===== config.mk =====
export PLATFORM = sky130hd
export DESIGN_NAME = axi_delayer
export DESIGN_NICKNAME = d
export VERILOG_FILES = /design/src/axi_delayer_pkg.sv /design/src/timestamp_fifo.sv /design/src/beat_throttle.sv /design/src/read_delay_path.sv /design/src/write_delay_path.sv /design/src/axi_delayer.sv
export VERILOG_INCLUDE_DIRS = /design/src
export SDC_FILE = /design/constraint.sdc
export NUM_CORES = 1
export LEC_CHECK = 0
export BUFFER_PORTS_ARGS = -buffer_cell sky130_fd_sc_hd__buf_4
export CAP_MARGIN = 20
export CORE_AREA = 2 2 229 231
export CTS_BUF_LIST = sky130_fd_sc_hd__clkbuf_8
export DETAILED_ROUTE_END_ITERATION = 10
export DIE_AREA = 0 0 231 233
export PLACE_DENSITY = 0.79
export SLEW_MARGIN = 5
export SYNTH_ARGS = -nofsm -noshare
export SYNTH_HDL_FRONTEND = slang
export SYNTH_HIERARCHICAL = 1
export SYNTH_SLANG_ARGS = --single-unit

===== constraint.sdc =====
create_clock -name aclk -period 4.5 [get_ports aclk]
set_input_delay 0.225 -clock aclk [delete_from_list [all_inputs] [get_ports aclk]]
set_output_delay 0.225 -clock aclk [all_outputs]
set_load 0.01 [all_outputs]

===== src/axi_delayer_macros.svh =====
// Numeric settings of the AXI delay shim, included by the package and by the RTL that needs them
`ifndef AXI_DELAYER_MACROS_SVH
`define AXI_DELAYER_MACROS_SVH

// Bus widths
`define AXI_ID_WIDTH 4
`define AXI_ADDR_WIDTH 32
`define AXI_DATA_WIDTH 64

// Free-running timestamp width
`define TS_WIDTH 40

// Minimum latencies in cycles, counted from request acceptance
`define READ_LATENCY 20
`define WRITE_LATENCY 12

// Read throttle: beats passed, then cycles blocked
`define READ_BEATS_UP 4
`define READ_BEATS_DOWN 2

// Write throttle: beats passed, then cycles blocked
`define WRITE_BEATS_UP 2
`define WRITE_BEATS_DOWN 3

// Timestamp queue depth and outstanding write limit, power of two
`define MAX_OUTSTANDING 4

`endif


===== src/axi_delayer_pkg.sv =====
// AXI channel payload structs and the timestamp type shared by the delay shim and its testbench
`include "axi_delayer_macros.svh"

package axi_delayer_pkg;

    typedef logic [`TS_WIDTH-1:0] ts_t;

    // Shared by AW and AR
    typedef struct packed {
        logic [`AXI_ID_WIDTH-1:0]   id;
        logic [`AXI_ADDR_WIDTH-1:0] addr;
        logic [7:0]                 len;
        logic [2:0]                 size;
        logic [1:0]                 burst;
        logic                       lock;
        logic [3:0]                 cache;
        logic [2:0]                 prot;
        logic [3:0]                 qos;
        logic [3:0]                 region;
    } ax_chan_t;

    typedef struct packed {
        logic [`AXI_DATA_WIDTH-1:0]   data;
        logic [`AXI_DATA_WIDTH/8-1:0] strb;
        logic                         last;
    } w_chan_t;

    typedef struct packed {
        logic [`AXI_ID_WIDTH-1:0] id;
        logic [1:0]               resp;
    } b_chan_t;

    typedef struct packed {
        logic [`AXI_ID_WIDTH-1:0]   id;
        logic [`AXI_DATA_WIDTH-1:0] data;
        logic [1:0]                 resp;
        logic                       last;
    } r_chan_t;

endpackage


===== src/timestamp_fifo.sv =====
// Circular queue of request timestamps, head always visible, used by both delay paths
`timescale 1ns/10ps
`include "axi_delayer_macros.svh"

module timestamp_fifo (
    input  logic                 aclk,
    input  logic                 aresetn,
    input  logic                 push,
    input  axi_delayer_pkg::ts_t push_ts,
    input  logic                 pop,
    output axi_delayer_pkg::ts_t head_ts,
    output logic                 empty,
    output logic                 full
);

    localparam int DEPTH = `MAX_OUTSTANDING;
    localparam int PTR_W = $clog2(DEPTH);

    axi_delayer_pkg::ts_t mem [DEPTH];

    // Extra top bit tells full from empty
    logic [PTR_W:0] wr_ptr;
    logic [PTR_W:0] rd_ptr;
    logic           do_push;
    logic           do_pop;

    assign empty = (wr_ptr == rd_ptr);
    assign full  = (wr_ptr[PTR_W] != rd_ptr[PTR_W]) &&
                   (wr_ptr[PTR_W-1:0] == rd_ptr[PTR_W-1:0]);

    assign do_push = push && !full;
    assign do_pop  = pop && !empty;

    // Write falls through while the queue is empty
    assign head_ts = empty ? push_ts : mem[rd_ptr[PTR_W-1:0]];

    always_ff @(posedge aclk) begin
        if (do_push) begin
            mem[wr_ptr[PTR_W-1:0]] <= push_ts;
        end
    end

    always_ff @(posedge aclk) begin
        if (!aresetn) begin
            wr_ptr <= '0;
            rd_ptr <= '0;
        end else begin
            if (do_push) begin
                wr_ptr <= wr_ptr + 1'b1;
            end
            if (do_pop) begin
                rd_ptr <= rd_ptr + 1'b1;
            end
        end
    end

    // Owners must block requests before the queue overflows
    a_no_push_full: assert property (
        @(posedge aclk) disable iff (!aresetn) full |-> !push
    );

    // Release logic may only retire entries that exist
    a_no_pop_empty: assert property (
        @(posedge aclk) disable iff (!aresetn) empty |-> !pop
    );

endmodule


===== src/beat_throttle.sv =====
// On/off gate for a data channel: passes BEATS_UP beats, then blocks for BEATS_DOWN cycles
`timescale 1ns/10ps

module beat_throttle #(
    parameter int BEATS_UP   = 1,
    parameter int BEATS_DOWN = 0
) (
    input  logic aclk,
    input  logic aresetn,
    input  logic beat,
    output logic open
);

    localparam int UP_W   = (BEATS_UP > 1) ? $clog2(BEATS_UP) : 1;
    localparam int DOWN_W = (BEATS_DOWN > 1) ? $clog2(BEATS_DOWN) : 1;

    localparam logic [UP_W-1:0]   UP_LAST   = UP_W'(BEATS_UP - 1);
    localparam logic [DOWN_W-1:0] DOWN_LAST = DOWN_W'(BEATS_DOWN - 1);

    logic [UP_W-1:0]   up_cnt;
    logic [DOWN_W-1:0] down_cnt;
    logic              closed;

    assign open = !closed;

    always_ff @(posedge aclk) begin
        if (!aresetn) begin
            closed   <= 1'b0;
            up_cnt   <= '0;
            down_cnt <= '0;
        end else if (!closed) begin
            if (beat) begin
                if (up_cnt == UP_LAST) begin
                    up_cnt <= '0;
                    // A zero off time keeps the channel open forever
                    if (BEATS_DOWN != 0) begin
                        closed   <= 1'b1;
                        down_cnt <= '0;
                    end
                end else begin
                    up_cnt <= up_cnt + 1'b1;
                end
            end
        end else begin
            if (down_cnt == DOWN_LAST) begin
                closed <= 1'b0;
            end else begin
                down_cnt <= down_cnt + 1'b1;
            end
        end
    end

    // Owner gates valid and ready with open, so no beat lands in the off window
    a_no_beat_closed: assert property (
        @(posedge aclk) disable iff (!aresetn) beat |-> open
    );

endmodule


===== src/read_delay_path.sv =====
// Read side of the delay shim: stamps AR acceptance and releases each R burst after its latency
`timescale 1ns/10ps
`include "axi_delayer_macros.svh"

module read_delay_path (
    input  logic                      aclk,
    input  logic                      aresetn,
    input  axi_delayer_pkg::ts_t      ts_now,
    input  axi_delayer_pkg::ax_chan_t s_ar,
    input  logic                      s_arvalid,
    output logic                      s_arready,
    output axi_delayer_pkg::ax_chan_t m_ar,
    output logic                      m_arvalid,
    input  logic                      m_arready,
    input  axi_delayer_pkg::r_chan_t  m_r,
    input  logic                      m_rvalid,
    output logic                      m_rready,
    output axi_delayer_pkg::r_chan_t  s_r,
    output logic                      s_rvalid,
    input  logic                      s_rready
);

    localparam axi_delayer_pkg::ts_t LATENCY = `READ_LATENCY;

    typedef enum logic {
        r_idle,
        r_releasing
    } r_state_t;

    r_state_t             state;
    axi_delayer_pkg::ts_t head_ts;
    logic                 q_push;
    logic                 q_pop;
    logic                 q_empty;
    logic                 q_full;
    logic                 head_due;
    logic                 r_open;
    logic                 r_gate;
    logic                 r_xfer;

    // AR passes straight through unless the queue has no room
    assign m_ar      = s_ar;
    assign m_arvalid = s_arvalid && !q_full;
    assign s_arready = m_arready && !q_full;
    assign q_push    = s_arvalid && m_arready && !q_full;

    timestamp_fifo u_ar_queue (
        .aclk    (aclk),
        .aresetn (aresetn),
        .push    (q_push),
        .push_ts (ts_now),
        .pop     (q_pop),
        .head_ts (head_ts),
        .empty   (q_empty),
        .full    (q_full)
    );

    // Subtraction keeps the age right across counter wrap
    assign head_due = !q_empty && ((ts_now - head_ts) >= LATENCY);
    assign q_pop    = (state == r_idle) && head_due;

    beat_throttle #(
        .BEATS_UP   (`READ_BEATS_UP),
        .BEATS_DOWN (`READ_BEATS_DOWN)
    ) u_r_throttle (
        .aclk    (aclk),
        .aresetn (aresetn),
        .beat    (r_xfer),
        .open    (r_open)
    );

    assign r_gate   = (state == r_releasing) && r_open;
    assign s_r      = m_r;
    assign s_rvalid = r_gate && m_rvalid;
    assign m_rready = r_gate && s_rready;
    assign r_xfer   = r_gate && m_rvalid && s_rready;

    // One burst at a time, ended by the rlast transfer
    always_ff @(posedge aclk) begin
        if (!aresetn) begin
            state <= r_idle;
        end else begin
            case (state)
                r_idle: begin
                    if (head_due) begin
                        state <= r_releasing;
                    end
                end
                r_releasing: begin
                    if (r_xfer && m_r.last) begin
                        state <= r_idle;
                    end
                end
                default: state <= r_idle;
            endcase
        end
    end

endmodule


===== src/write_delay_path.sv =====
// Write side of the delay shim: outstanding limit, throttled W and B held back by wlast age
`timescale 1ns/10ps
`include "axi_delayer_macros.svh"

module write_delay_path (
    input  logic                      aclk,
    input  logic                      aresetn,
    input  axi_delayer_pkg::ts_t      ts_now,
    input  axi_delayer_pkg::ax_chan_t s_aw,
    input  logic                      s_awvalid,
    output logic                      s_awready,
    output axi_delayer_pkg::ax_chan_t m_aw,
    output logic                      m_awvalid,
    input  logic                      m_awready,
    input  axi_delayer_pkg::w_chan_t  s_w,
    input  logic                      s_wvalid,
    output logic                      s_wready,
    output axi_delayer_pkg::w_chan_t  m_w,
    output logic                      m_wvalid,
    input  logic                      m_wready,
    input  axi_delayer_pkg::b_chan_t  m_b,
    input  logic                      m_bvalid,
    output logic                      m_bready,
    output axi_delayer_pkg::b_chan_t  s_b,
    output logic                      s_bvalid,
    input  logic                      s_bready
);

    localparam axi_delayer_pkg::ts_t LATENCY = `WRITE_LATENCY;
    localparam int                   OUT_W   = $clog2(`MAX_OUTSTANDING + 1);
    localparam logic [OUT_W-1:0]     OUT_MAX = OUT_W'(`MAX_OUTSTANDING);

    typedef enum logic {
        b_idle,
        b_issuing
    } b_state_t;

    b_state_t             state;
    axi_delayer_pkg::ts_t head_ts;
    logic [OUT_W-1:0]     outstanding;
    logic                 at_limit;
    logic                 aw_xfer;
    logic                 w_open;
    logic                 w_gate;
    logic                 w_xfer;
    logic                 b_gate;
    logic                 b_xfer;
    logic                 q_push;
    logic                 q_pop;
    logic                 q_empty;
    logic                 q_full;
    logic                 head_due;

    // AW blocked once the limit of unanswered writes is reached
    assign at_limit  = (outstanding == OUT_MAX);
    assign m_aw      = s_aw;
    assign m_awvalid = s_awvalid && !at_limit;
    assign s_awready = m_awready && !at_limit;
    assign aw_xfer   = s_awvalid && m_awready && !at_limit;

    always_ff @(posedge aclk) begin
        if (!aresetn) begin
            outstanding <= '0;
        end else if (aw_xfer && !b_xfer) begin
            outstanding <= outstanding + 1'b1;
        end else if (!aw_xfer && b_xfer) begin
            outstanding <= outstanding - 1'b1;
        end
    end

    beat_throttle #(
        .BEATS_UP   (`WRITE_BEATS_UP),
        .BEATS_DOWN (`WRITE_BEATS_DOWN)
    ) u_w_throttle (
        .aclk    (aclk),
        .aresetn (aresetn),
        .beat    (w_xfer),
        .open    (w_open)
    );

    // W also waits for queue room, since data may run ahead of AW
    assign w_gate   = w_open && !q_full;
    assign m_w      = s_w;
    assign m_wvalid = w_gate && s_wvalid;
    assign s_wready = w_gate && m_wready;
    assign w_xfer   = w_gate && s_wvalid && m_wready;
    assign q_push   = w_xfer && s_w.last;

    timestamp_fifo u_w_queue (
        .aclk    (aclk),
        .aresetn (aresetn),
        .push    (q_push),
        .push_ts (ts_now),
        .pop     (q_pop),
        .head_ts (head_ts),
        .empty   (q_empty),
        .full    (q_full)
    );

    assign head_due = !q_empty && ((ts_now - head_ts) >= LATENCY);

    assign b_gate   = (state == b_issuing);
    assign s_b      = m_b;
    assign s_bvalid = b_gate && m_bvalid;
    assign m_bready = b_gate && s_bready;
    assign b_xfer   = b_gate && m_bvalid && s_bready;
    assign q_pop    = b_xfer;

    always_ff @(posedge aclk) begin
        if (!aresetn) begin
            state <= b_idle;
        end else begin
            case (state)
                b_idle: begin
                    if (head_due) begin
                        state <= b_issuing;
                    end
                end
                b_issuing: begin
                    if (b_xfer) begin
                        state <= b_idle;
                    end
                end
                default: state <= b_idle;
            endcase
        end
    end

    // Counter and AW blocking together keep the limit
    a_outstanding_max: assert property (
        @(posedge aclk) disable iff (!aresetn) outstanding <= OUT_MAX
    );

endmodule


===== src/axi_delayer.sv =====
// Top level of the AXI4 delay shim: timestamp counter plus the read and write delay paths
`timescale 1ns/10ps

module axi_delayer (
    input  logic                      aclk,
    input  logic                      aresetn,
    // Manager side
    input  axi_delayer_pkg::ax_chan_t s_aw,
    input  logic                      s_awvalid,
    output logic                      s_awready,
    input  axi_delayer_pkg::w_chan_t  s_w,
    input  logic                      s_wvalid,
    output logic                      s_wready,
    output axi_delayer_pkg::b_chan_t  s_b,
    output logic                      s_bvalid,
    input  logic                      s_bready,
    input  axi_delayer_pkg::ax_chan_t s_ar,
    input  logic                      s_arvalid,
    output logic                      s_arready,
    output axi_delayer_pkg::r_chan_t  s_r,
    output logic                      s_rvalid,
    input  logic                      s_rready,
    // Subordinate side
    output axi_delayer_pkg::ax_chan_t m_aw,
    output logic                      m_awvalid,
    input  logic                      m_awready,
    output axi_delayer_pkg::w_chan_t  m_w,
    output logic                      m_wvalid,
    input  logic                      m_wready,
    input  axi_delayer_pkg::b_chan_t  m_b,
    input  logic                      m_bvalid,
    output logic                      m_bready,
    output axi_delayer_pkg::ax_chan_t m_ar,
    output logic                      m_arvalid,
    input  logic                      m_arready,
    input  axi_delayer_pkg::r_chan_t  m_r,
    input  logic                      m_rvalid,
    output logic                      m_rready
);

    axi_delayer_pkg::ts_t ts_now;

    // Time base for both latency checks
    always_ff @(posedge aclk) begin
        if (!aresetn) begin
            ts_now <= '0;
        end else begin
            ts_now <= ts_now + 1'b1;
        end
    end

    read_delay_path u_read (
        .aclk      (aclk),
        .aresetn   (aresetn),
        .ts_now    (ts_now),
        .s_ar      (s_ar),
        .s_arvalid (s_arvalid),
        .s_arready (s_arready),
        .m_ar      (m_ar),
        .m_arvalid (m_arvalid),
        .m_arready (m_arready),
        .m_r       (m_r),
        .m_rvalid  (m_rvalid),
        .m_rready  (m_rready),
        .s_r       (s_r),
        .s_rvalid  (s_rvalid),
        .s_rready  (s_rready)
    );

    write_delay_path u_write (
        .aclk      (aclk),
        .aresetn   (aresetn),
        .ts_now    (ts_now),
        .s_aw      (s_aw),
        .s_awvalid (s_awvalid),
        .s_awready (s_awready),
        .m_aw      (m_aw),
        .m_awvalid (m_awvalid),
        .m_awready (m_awready),
        .s_w       (s_w),
        .s_wvalid  (s_wvalid),
        .s_wready  (s_wready),
        .m_w       (m_w),
        .m_wvalid  (m_wvalid),
        .m_wready  (m_wready),
        .m_b       (m_b),
        .m_bvalid  (m_bvalid),
        .m_bready  (m_bready),
        .s_b       (s_b),
        .s_bvalid  (s_bvalid),
        .s_bready  (s_bready)
    );

endmodule


### Word-level counts from Yosys, hierarchy flattened

Memory sizes are Yosys's and may differ from the RTL's. A register that Yosys moved wholly into a read port is not among the register bits.
Cells that the tools add are included.

* register bits: 65
* memory bits (writable): 320
* input port bits: 292
* output and inout bits: 290
* logic and storage cells: 131
* memories: 2

* add/subtract/negate cells: 13
* magnitude comparators: 2
* equality and inequality tests: 10
* muxes and demuxes: 36
* bitwise gates (word level): 4
* reductions and logical operators: 50

Memory list
* u_read.u_ar_queue.mem: depth 4, bits a word 40, read ports 1, clocked after Yosys merged registers in 1, wr ports 1, line timestamp_fifo.sv:19 `axi_delayer_pkg::ts_t mem [DEPTH];`
* u_write.u_w_queue.mem: depth 4, bits a word 40, read ports 1, clocked after Yosys merged registers in 1, wr ports 1, line timestamp_fifo.sv:19

Operators with widths (count)
* 40-bit two-way mux: 2
* 40-bit subtractor: 2
* 40-bit by 1-bit adder with 40-bit output, second input constant: 1
* 40-bit by 4-bit greater-or-equal comparator with 1-bit output, second input constant: 1
* 40-bit by 5-bit greater-or-equal comparator with 1-bit output, second input constant: 1
* 1-bit logical AND: 32
* 1-bit two-way mux: 21
* 2-bit two-way mux: 9
* 3-bit by 1-bit adder with 3-bit output, second input constant: 5
* 2-bit nonzero test: 5
* 1-bit logical NOT: 9
* 3-bit equality test: 2
* 3-bit two-way mux: 2
* 2-bit AND reduction: 3
* 2-bit by 1-bit adder with 2-bit output, second input constant: 2
* 2-bit equality test: 2
* 2-bit equality test, second input constant: 2
* 1-bit inverter: 4
* 1-bit case mux with 2 select lines: 2
* 3-bit equality test, second input constant: 1
* 3-bit AND reduction: 1
* 3-bit by 1-bit subtractor with 3-bit output, second input constant: 1
* 1-bit adder, second input constant: 2
* 1-bit inequality test: 2
* 2-bit inequality test, second input constant: 1

### Depth between registers and ports, before layout

Gate-level depths: netlist of the first run.

* depth after elaboration: 10
* mapped depth: 20
* mapped depth without buffers: 18

### Modules after synthesis

The synthesis of the first run kept the hierarchy.

By module, submodules not included
* timestamp_fifo: times used 2, cells an instance 324, area an instance 6990.5 µm², seq. area each 4964.8 µm²
* write_delay_path: times used 1, cells an instance 614, area an instance 4122.7 µm², seq. area each 80.1 µm²
* read_delay_path: times used 1, cells an instance 600, area an instance 4023.9 µm², seq. area each 20.0 µm²
* axi_delayer: times used 1, cells an instance 226, area an instance 1906.8 µm², seq. area each 800.8 µm²
* beat_throttle (u_write.u_w_throttle): times used 1, cells an instance 19, area an instance 192.7 µm², seq. area each 80.1 µm²
* beat_throttle (u_read.u_r_throttle): times used 1, cells an instance 17, area an instance 172.7 µm², seq. area each 80.1 µm²

### Worst setup path before layout of the first run

No wires, ideal clock.

* kind: reg-to-reg
* from: register (tool-made name)
* to: register (tool-made name)
* arrival time: 4686 ps
* data required time: 4373 ps
* setup slack: -312 ps
* stages on the path, launching flop included: 19
* cells stage by stage: dfxtp_1 -> clkbuf_1 -> buf_2 -> mux4_2 -> mux2_4 -> inv_1 -> ha_1 -> a211oi_4 -> o21ai_2 -> a2111oi_4 -> a21o_1 -> o31ai_2 -> a31oi_4 -> mux2i_1 -> or4_1 -> o41a_1 -> nand3b_1 -> a21oi_1 -> or3_1

==> flow_summary.yaml, run 1 <==
layout:
  area_growth_pct: 13.8
  n_antenna_cell: 0
  nNetsFinal: 2602
  mostFrequentLayoutCells: "372 x buf_4, 320 x edfxtp_1, 151 x inv_1"
  drive_above_1_share: 0.340
  utilization: 0.543
  layoutNonFillerInstCount: 2945
  layout_commonest_cell: "buf_4"
floorplan:
  fp.dieArea_um2: 53800
  core_area_um2: 51100
  initial_core_util: 0.478
  die_w_um: 231
  die_h_um: 233
  num_rows: 83
  io_pins: 582
worst_setup_path:
  cp.arrival_ps: 5440
  worst_path_max_delay_cell: "o41a_1"
  cp_top_family: "compound AO/OA/AOI/OAI gates"
  cpPeakStageDelay_ps: 510
  cp-end-kind: "flop"
  path_buf_inv: 4
  worstPathMaxFanout: 9
  worstPathRequired_ps: 5040
  path_class: "reg2reg"
  path_cells: "xnor2_2 -> nand3_4 -> buf_6 -> mux2_4 -> inv_1 -> buf_4 -> fa_2 -> a21o_1 -> a31o_1 -> a21o_1 -> a32oi_2 -> buf_4 -> mux2_2 -> nand4b_1 -> nor4_2 -> nand4_1 -> o41a_1 -> nand3b_1 -> o21ai_1 -> or3_1"
  startpoint_type: "flop"
synthesis:
  async_flop_share: 0
  synth_nets: 2511
  synth_cell_type_count: 89
  synth-seq-cells: 389
  synthFlopType: "edfxtp_1"
  yosysWarnings: 6
  avgSynthCellArea_um2: 11.5
  synth-edff-count: 320
  ys_seq_area_frac: 0.450
  syn_inst: 2124
  syn_area_um2: 24400
drt:
  drt_wl_total_um: 110000
  via_per_inst: 6.24
  post_drt_wl_per_cell_um: 37.4
  drt_first_iter_violations: 1873
  firstDrtPassIters: 5
  drc_errors: 0
  via_count: 18374
  ant_nets: 0
sta:
  maxSlewViolCount: 0
  final_hold_viol_count: 0
  setup_viol: 6
  slew_headroom: 0.309
  worst_slack_ps: -402
  setup_tns_ps: -2090
  clock_skew_ps: 42.6
  fin_crit_ps: 4900
  fmax_mhz: 204
  whs_ps: 61.3
  worstMarginPinSlew_ps: 1040
  rsz0062_at_grt: "true"
  finalCritPeriodShare: 1.09
clock_network:
  clock_latency_ps: 680
  cts_buffers: 59
  cts_buffer_depth: 3
  numClockSinks: 389
  cts.htree.levels: 2
  clockRootBuffer: "clkbuf_8"
  path_clk_slew_ps: 60
  cts_tree: "built"
run_status:
  status: "finished with violations"
  violations: "negative setup slack"
power_and_ir_drop:
  ir_drop_mv: 0.328
  total_power_uw: 12200
  power.static_leakage_uw: 0.0107
  power_density_nw_per_um2: 439
placement:
  gp_congestion: 1.00
  io_buffers: 25
  dp_hpwl_um: 91000
  place_inst: 2801
job:
  maxCapViolations: 0
min_path:
  hold_class: "in2reg"
global_routing:
  grt_usage: 0.398
  grt_start_max_net_pins: 46
  grt-ovfl-total: 0
  grt_pass1_vias: 17614
  antenna_found_initial: 2
  grt_pass1_wl_um: 146000
cell usage after synthesis (all sizes together) (5+ instances only):
library cell | n | share of area
a31oi | 12 | 0.0037
xnor2 | 25 | 0.011
nor3 | 27 | 0.0055
and4 | 7 | 0.0025
nand4 | 39 | 0.010
or4 | 22 | 0.0068
a221oi | 6 | 0.0024
nor2 | 81 | 0.012
xor2 | 32 | 0.011
ha | 92 | 0.047
a31o | 6 | 0.0022
nor4 | 23 | 0.0062
o21bai | 7 | 0.0022
and2 | 25 | 0.0064
nor2b | 19 | 0.0050
a21boi | 6 | 0.0018
mux2 | 85 | 0.051
clkbuf | 58 | 0.0089
nand3 | 49 | 0.011
nand2 | 114 | 0.018
nand3b | 11 | 0.0039
dfxtp | 69 | 0.057
and3 | 24 | 0.0062
o211ai | 19 | 0.0061
a2111oi | 7 | 0.0033
a21oi | 123 | 0.026
a211o | 9 | 0.0032
a21o | 21 | 0.0065
o21ai | 78 | 0.016
mux2i | 18 | 0.0074
o221ai | 5 | 0.0018
mux4 | 80 | 0.074
o22ai | 5 | 0.0013
a41oi | 5 | 0.0018
o31ai | 23 | 0.0073
edfxtp | 320 | 0.39
o211a | 5 | 0.0021
a211oi | 16 | 0.0054
o21a | 13 | 0.0040
nand2b | 24 | 0.0063
inv | 132 | 0.020
or3 | 17 | 0.0044
buf | 311 | 0.095
power breakdown:
part | leakage [µW] | internal, µW | switching (µW)
logic | 0.00652 | 2580 | 2690
clock network | 0.000709 | 1520 | 1400
registers | 0.00351 | 3950 | 54.7
layout make-up:
class	instances	area, µm²
fillers	4171	23300
well taps	680	851
clock buffers	66	908
multi-input cells	1234	11000
clock inverters	45	274
inverters	132	495
repair buffers	399	3250
flip-flops and latches	389	11000
state kept, by name, indices dropped and copies added (netlist names), 2 cells and up, named ones only:
signal and cells:
u_read/u_ar_queue/rd_ptr 3, u_write/u_w_queue/mem 160, u_write/u_w_throttle/down_cnt 2, u_write/outstanding 3, u_write/u_w_queue/rd_ptr 3, u_write/u_w_queue/wr_ptr 3
u_read/u_r_throttle/up_cnt 2, u_read/u_ar_queue/mem 160, u_read/u_ar_queue/wr_ptr 3, ts_now 40
what timing repair did:
action                                  in CTS  in global routing
buffers inserted                            13                 14
resized for setup                           39                 75
pin swaps                                   22                 40
endpoints found under the setup margin       7                  7
endpoints found under the hold margin        2                  0
gates cloned                                 1                  0
hold buffers                                 2                  0
per-layer routing:
metal,GRT usage,up-vias,part of all wire
li1,-,7859,-
met4,0.239,20,0.071
met1,0.332,8785,0.27
met2,0.559,1450,0.41
met3,0.414,260,0.24
met5,0.187,-,0.012
final timing paths:
| kind | end | cells after the start | from | slack (ps) |
|---|---|---|---|---|
| setup / recovery | flop | 20 | u_read/u_ar_queue/wr_ptr[2]$_SDFFE_PN0P_ | -400 |
| hold / removal | u_write/u_w_queue/rd_ptr[2]$_SDFFE_PN0P_ | 2 | aresetn | 60 |
| setup reg to reg | flop | 20 | u_read/u_ar_queue/wr_ptr[2]$_SDFFE_PN0P_ | -400 |
| hold reg to reg | u_read/u_r_throttle/down_cnt$_SDFFE_PN0P_ | 2 | u_read/u_r_throttle/down_cnt$_SDFFE_PN0P_ | 520 |
per-stage QoR:
stage	worst slack, ps	area, µm²
floorplan	-4.84	24600
global placement	-323	25700
detailed placement	-509	25700
CTS	-320	27200
global route	-520	27800
finish	-402	27800
cells by family (layout without fill, tap and decap cells):
logic type / after synthesis / in the layout / synth area share
AND/OR/NAND/NOR: 492 / 492 / 0.107
XOR/XNOR: 57 / 57 / 0.0223
adder cells (fa/ha/maj): 95 / 95 / 0.0496
AO/OA/AOI/OAI: 407 / 407 / 0.114
buffers and inverters: 501 / 642 / 0.124
flip-flops: 389 / 389 / 0.450
multiplexers: 183 / 183 / 0.133
(Power assumes the default switching activity.)
==> inputs of run 2 (changes only) <==
--- a/config.mk
+++ b/config.mk
@@ -8,11 +8,13 @@
 export LEC_CHECK = 0
 export BUFFER_PORTS_ARGS = -buffer_cell sky130_fd_sc_hd__buf_4
 export CAP_MARGIN = 20
-export CORE_AREA = 2 2 229 231
+export CELL_PAD_IN_SITES_DETAIL_PLACEMENT = 1
+export CELL_PAD_IN_SITES_GLOBAL_PLACEMENT = 1
+export CORE_ASPECT_RATIO = 1.25
+export CORE_UTILIZATION = 40
 export CTS_BUF_LIST = sky130_fd_sc_hd__clkbuf_8
 export DETAILED_ROUTE_END_ITERATION = 10
-export DIE_AREA = 0 0 231 233
-export PLACE_DENSITY = 0.79
+export PLACE_DENSITY = 0.84
 export SLEW_MARGIN = 5
 export SYNTH_ARGS = -nofsm -noshare
 export SYNTH_HDL_FRONTEND = slang
==> run 2 against run 1 <==
Net effect:
- the run still ends with negative setup slack left
- clock-buffer cell count grew 2
- non-clock buffer count is 4 higher
- sequential cell count unchanged
- die area grew 15%
- combinational power grew 9.3%
- cell count increased by 3.0%
- critical path depth fell by 2
- sequential power about the same
- fmax shrank 0.34%
- total power rose by 3.8%
- largest power group unchanged
- highest routed layer unchanged
==> flow_summary.yaml, run 2 (same netlist as run 1, synthesis figures left out) <==
run_status:
  status: "finished with violations"
  violations: "negative setup slack"
worst_setup_path:
  path_cells: "buf_12 -> buf_12 -> mux4_2 -> mux2_4 -> inv_4 -> ha_4 -> a21oi_4 -> o21ai_4 -> a2111oi_4 -> a21o_1 -> o31ai_4 -> a31oi_4 -> mux2i_1 -> or4_1 -> o41a_1 -> nand3b_1 -> a21oi_1 -> or3_1"
  cp-end-kind: "flop"
  startpoint_type: "flop"
  crit_top_cell: "buf_12"
  worstPathRequired_ps: 5020
  cp_top_family: "compound AO/OA/AOI/OAI gates"
  cp.arrival_ps: 5440
  path_buf_inv: 3
  path_class: "reg2reg"
  worst_path_max_delay_cell: "mux4_2"
  r2r_slack_ps: -420
  cpPeakStageDelay_ps: 540
  worstPathMaxFanout: 6
placement:
  io_buffers: 25
  gp_congestion: 0.965
  dp_hpwl_um: 91700
power_and_ir_drop:
  power.static_leakage_uw: 0.0108
  ir_drop_mv: 0.321
  total_power_uw: 12700
  power_density_nw_per_um2: 451
global_routing:
  grt_usage: 0.364
  grt_start_max_net_pins: 46
  grt_pass1_vias: 19677
  grt-ovfl-total: 0
  antenna_found_initial: 1
  grt_pass1_wl_um: 158000
job:
  maxCapViolations: 0
layout:
  layout_commonest_cell: "buf_4"
  area_growth_pct: 15.0
  drive_above_1_share: 0.351
  mostFrequentLayoutCells: "364 x buf_4, 320 x edfxtp_1, 147 x inv_1"
  nNetsFinal: 2606
clock_network:
  cts.htree.levels: 2
  clockRootBuffer: "clkbuf_8"
  path_clk_slew_ps: 70
  cts_tree: "built"
  cts_buffers: 59
  cts_buffer_depth: 3
  clock_latency_ps: 670
  numClockSinks: 389
sta:
  slew_headroom: 0.218
  clock_skew_ps: 38.3
  worstMarginPinSlew_ps: 1170
  final_hold_viol_count: 0
  setup_tns_ps: -2170
  setup_viol: 7
  fmax_mhz: 203
  finalCritPeriodShare: 1.09
  rsz0062_at_grt: "true"
  maxSlewViolCount: 0
  worst_slack_ps: -418
  fin_crit_ps: 4920
floorplan:
  die_w_um: 223
  io_pins: 582
  initial_core_util: 0.407
  core_area_um2: 59900
  die_h_um: 278
  fp.dieArea_um2: 62000
  num_rows: 100
drt:
  drt_wl_total_um: 120000
  post_drt_wl_per_cell_um: 39.6
  drc_errors: 0
  via_per_inst: 6.34
  firstDrtPassIters: 6
  via_count: 19241
  ant_nets: 0
  drt_first_iter_violations: 1600
min_path:
  hold_class: "in2reg"
==> run 2: changes by cell type in the layout (fill, tap and decap cells not counted), sizes merged <==
cell,before,now
inv,160,158
dlymetal6s2s,0,1
clkinvlp,0,2
clkbuf,66,69
diode,0,1
bufinv,3,0
dlygate4sd3,2,1
buf,397,400
clkinv,14,13
==> run 2: per-layer routing <==
metal	track usage	share of wire	wire (µm)	up-vias
met5	0.0629	0.0045	540	-
met4	0.159	0.062	7460	16
met3	0.389	0.24	29000	447
met2	0.566	0.44	52800	1516
met1	0.281	0.25	30400	9410
li1	-	-	-	7852
==> run 2: repair_timing <==
action / 4_1_cts / 5_1_grt
hold endpoints to repair: 1 / 0
setup endpoints to repair: 7 / 7
gates cloned: 1 / 1
pin swaps: 28 / 45
hold buffers: 1 / 0
resized for setup: 92 / 69
buffers inserted: 10 / 33
==> run 2: stage by stage <==
step	hold slack, ps	cells	worst slack (ps)	instance area, µm²	util
2_1_floorplan	343	2124	-4.84	24600	-
3_3_place_gp	450	2875	-308	25800	0.430
3_5_place_dp	450	2875	-459	25800	0.430
4_1_cts	9.58	2996	-341	27400	0.457
5_1_grt	15.4	3033	-484	28100	0.468
6_report	10.1	3033	-418	28100	0.468
==> run 2: tightest hold or removal path: cells and delay by family <==
family | cells | cell delay [ps]
buffers and inverters | 1 | 100
AO/OA/AOI/OAI | 2 | 280
==> run 2: worst paths after layout <==
kind / startpoint / endpoint / depth (start not counted)
hold / removal: m_r[0] / u_read/state$_SDFF_PN0_ / 3
setup reg to reg: flop / u_read/u_ar_queue/rd_ptr[0]$_SDFFE_PN0P_ / 18
hold reg to reg: u_write/outstanding[2]$_SDFFE_PN0P_ / u_write/outstanding[2]$_SDFFE_PN0P_ / 2
setup / recovery: flop / u_read/u_ar_queue/rd_ptr[0]$_SDFFE_PN0P_ / 18
==> run 2: report_power, final <==
part	switching (µW)	internal (µW)	total, µW
registers	63.8	3950	4020
clock network	1510	1370	2880
logic	3000	2750	5750
==> run 2: layout make-up <==
type	count	area [µm²]
antenna	1	2.50
clock buffer	68	936
clock inverter	41	169
fill	6226	31900
inverter	132	508
multi-input combinational	1234	11100
sequential	389	11000
tap	765	957
timing repair buffer	403	3350
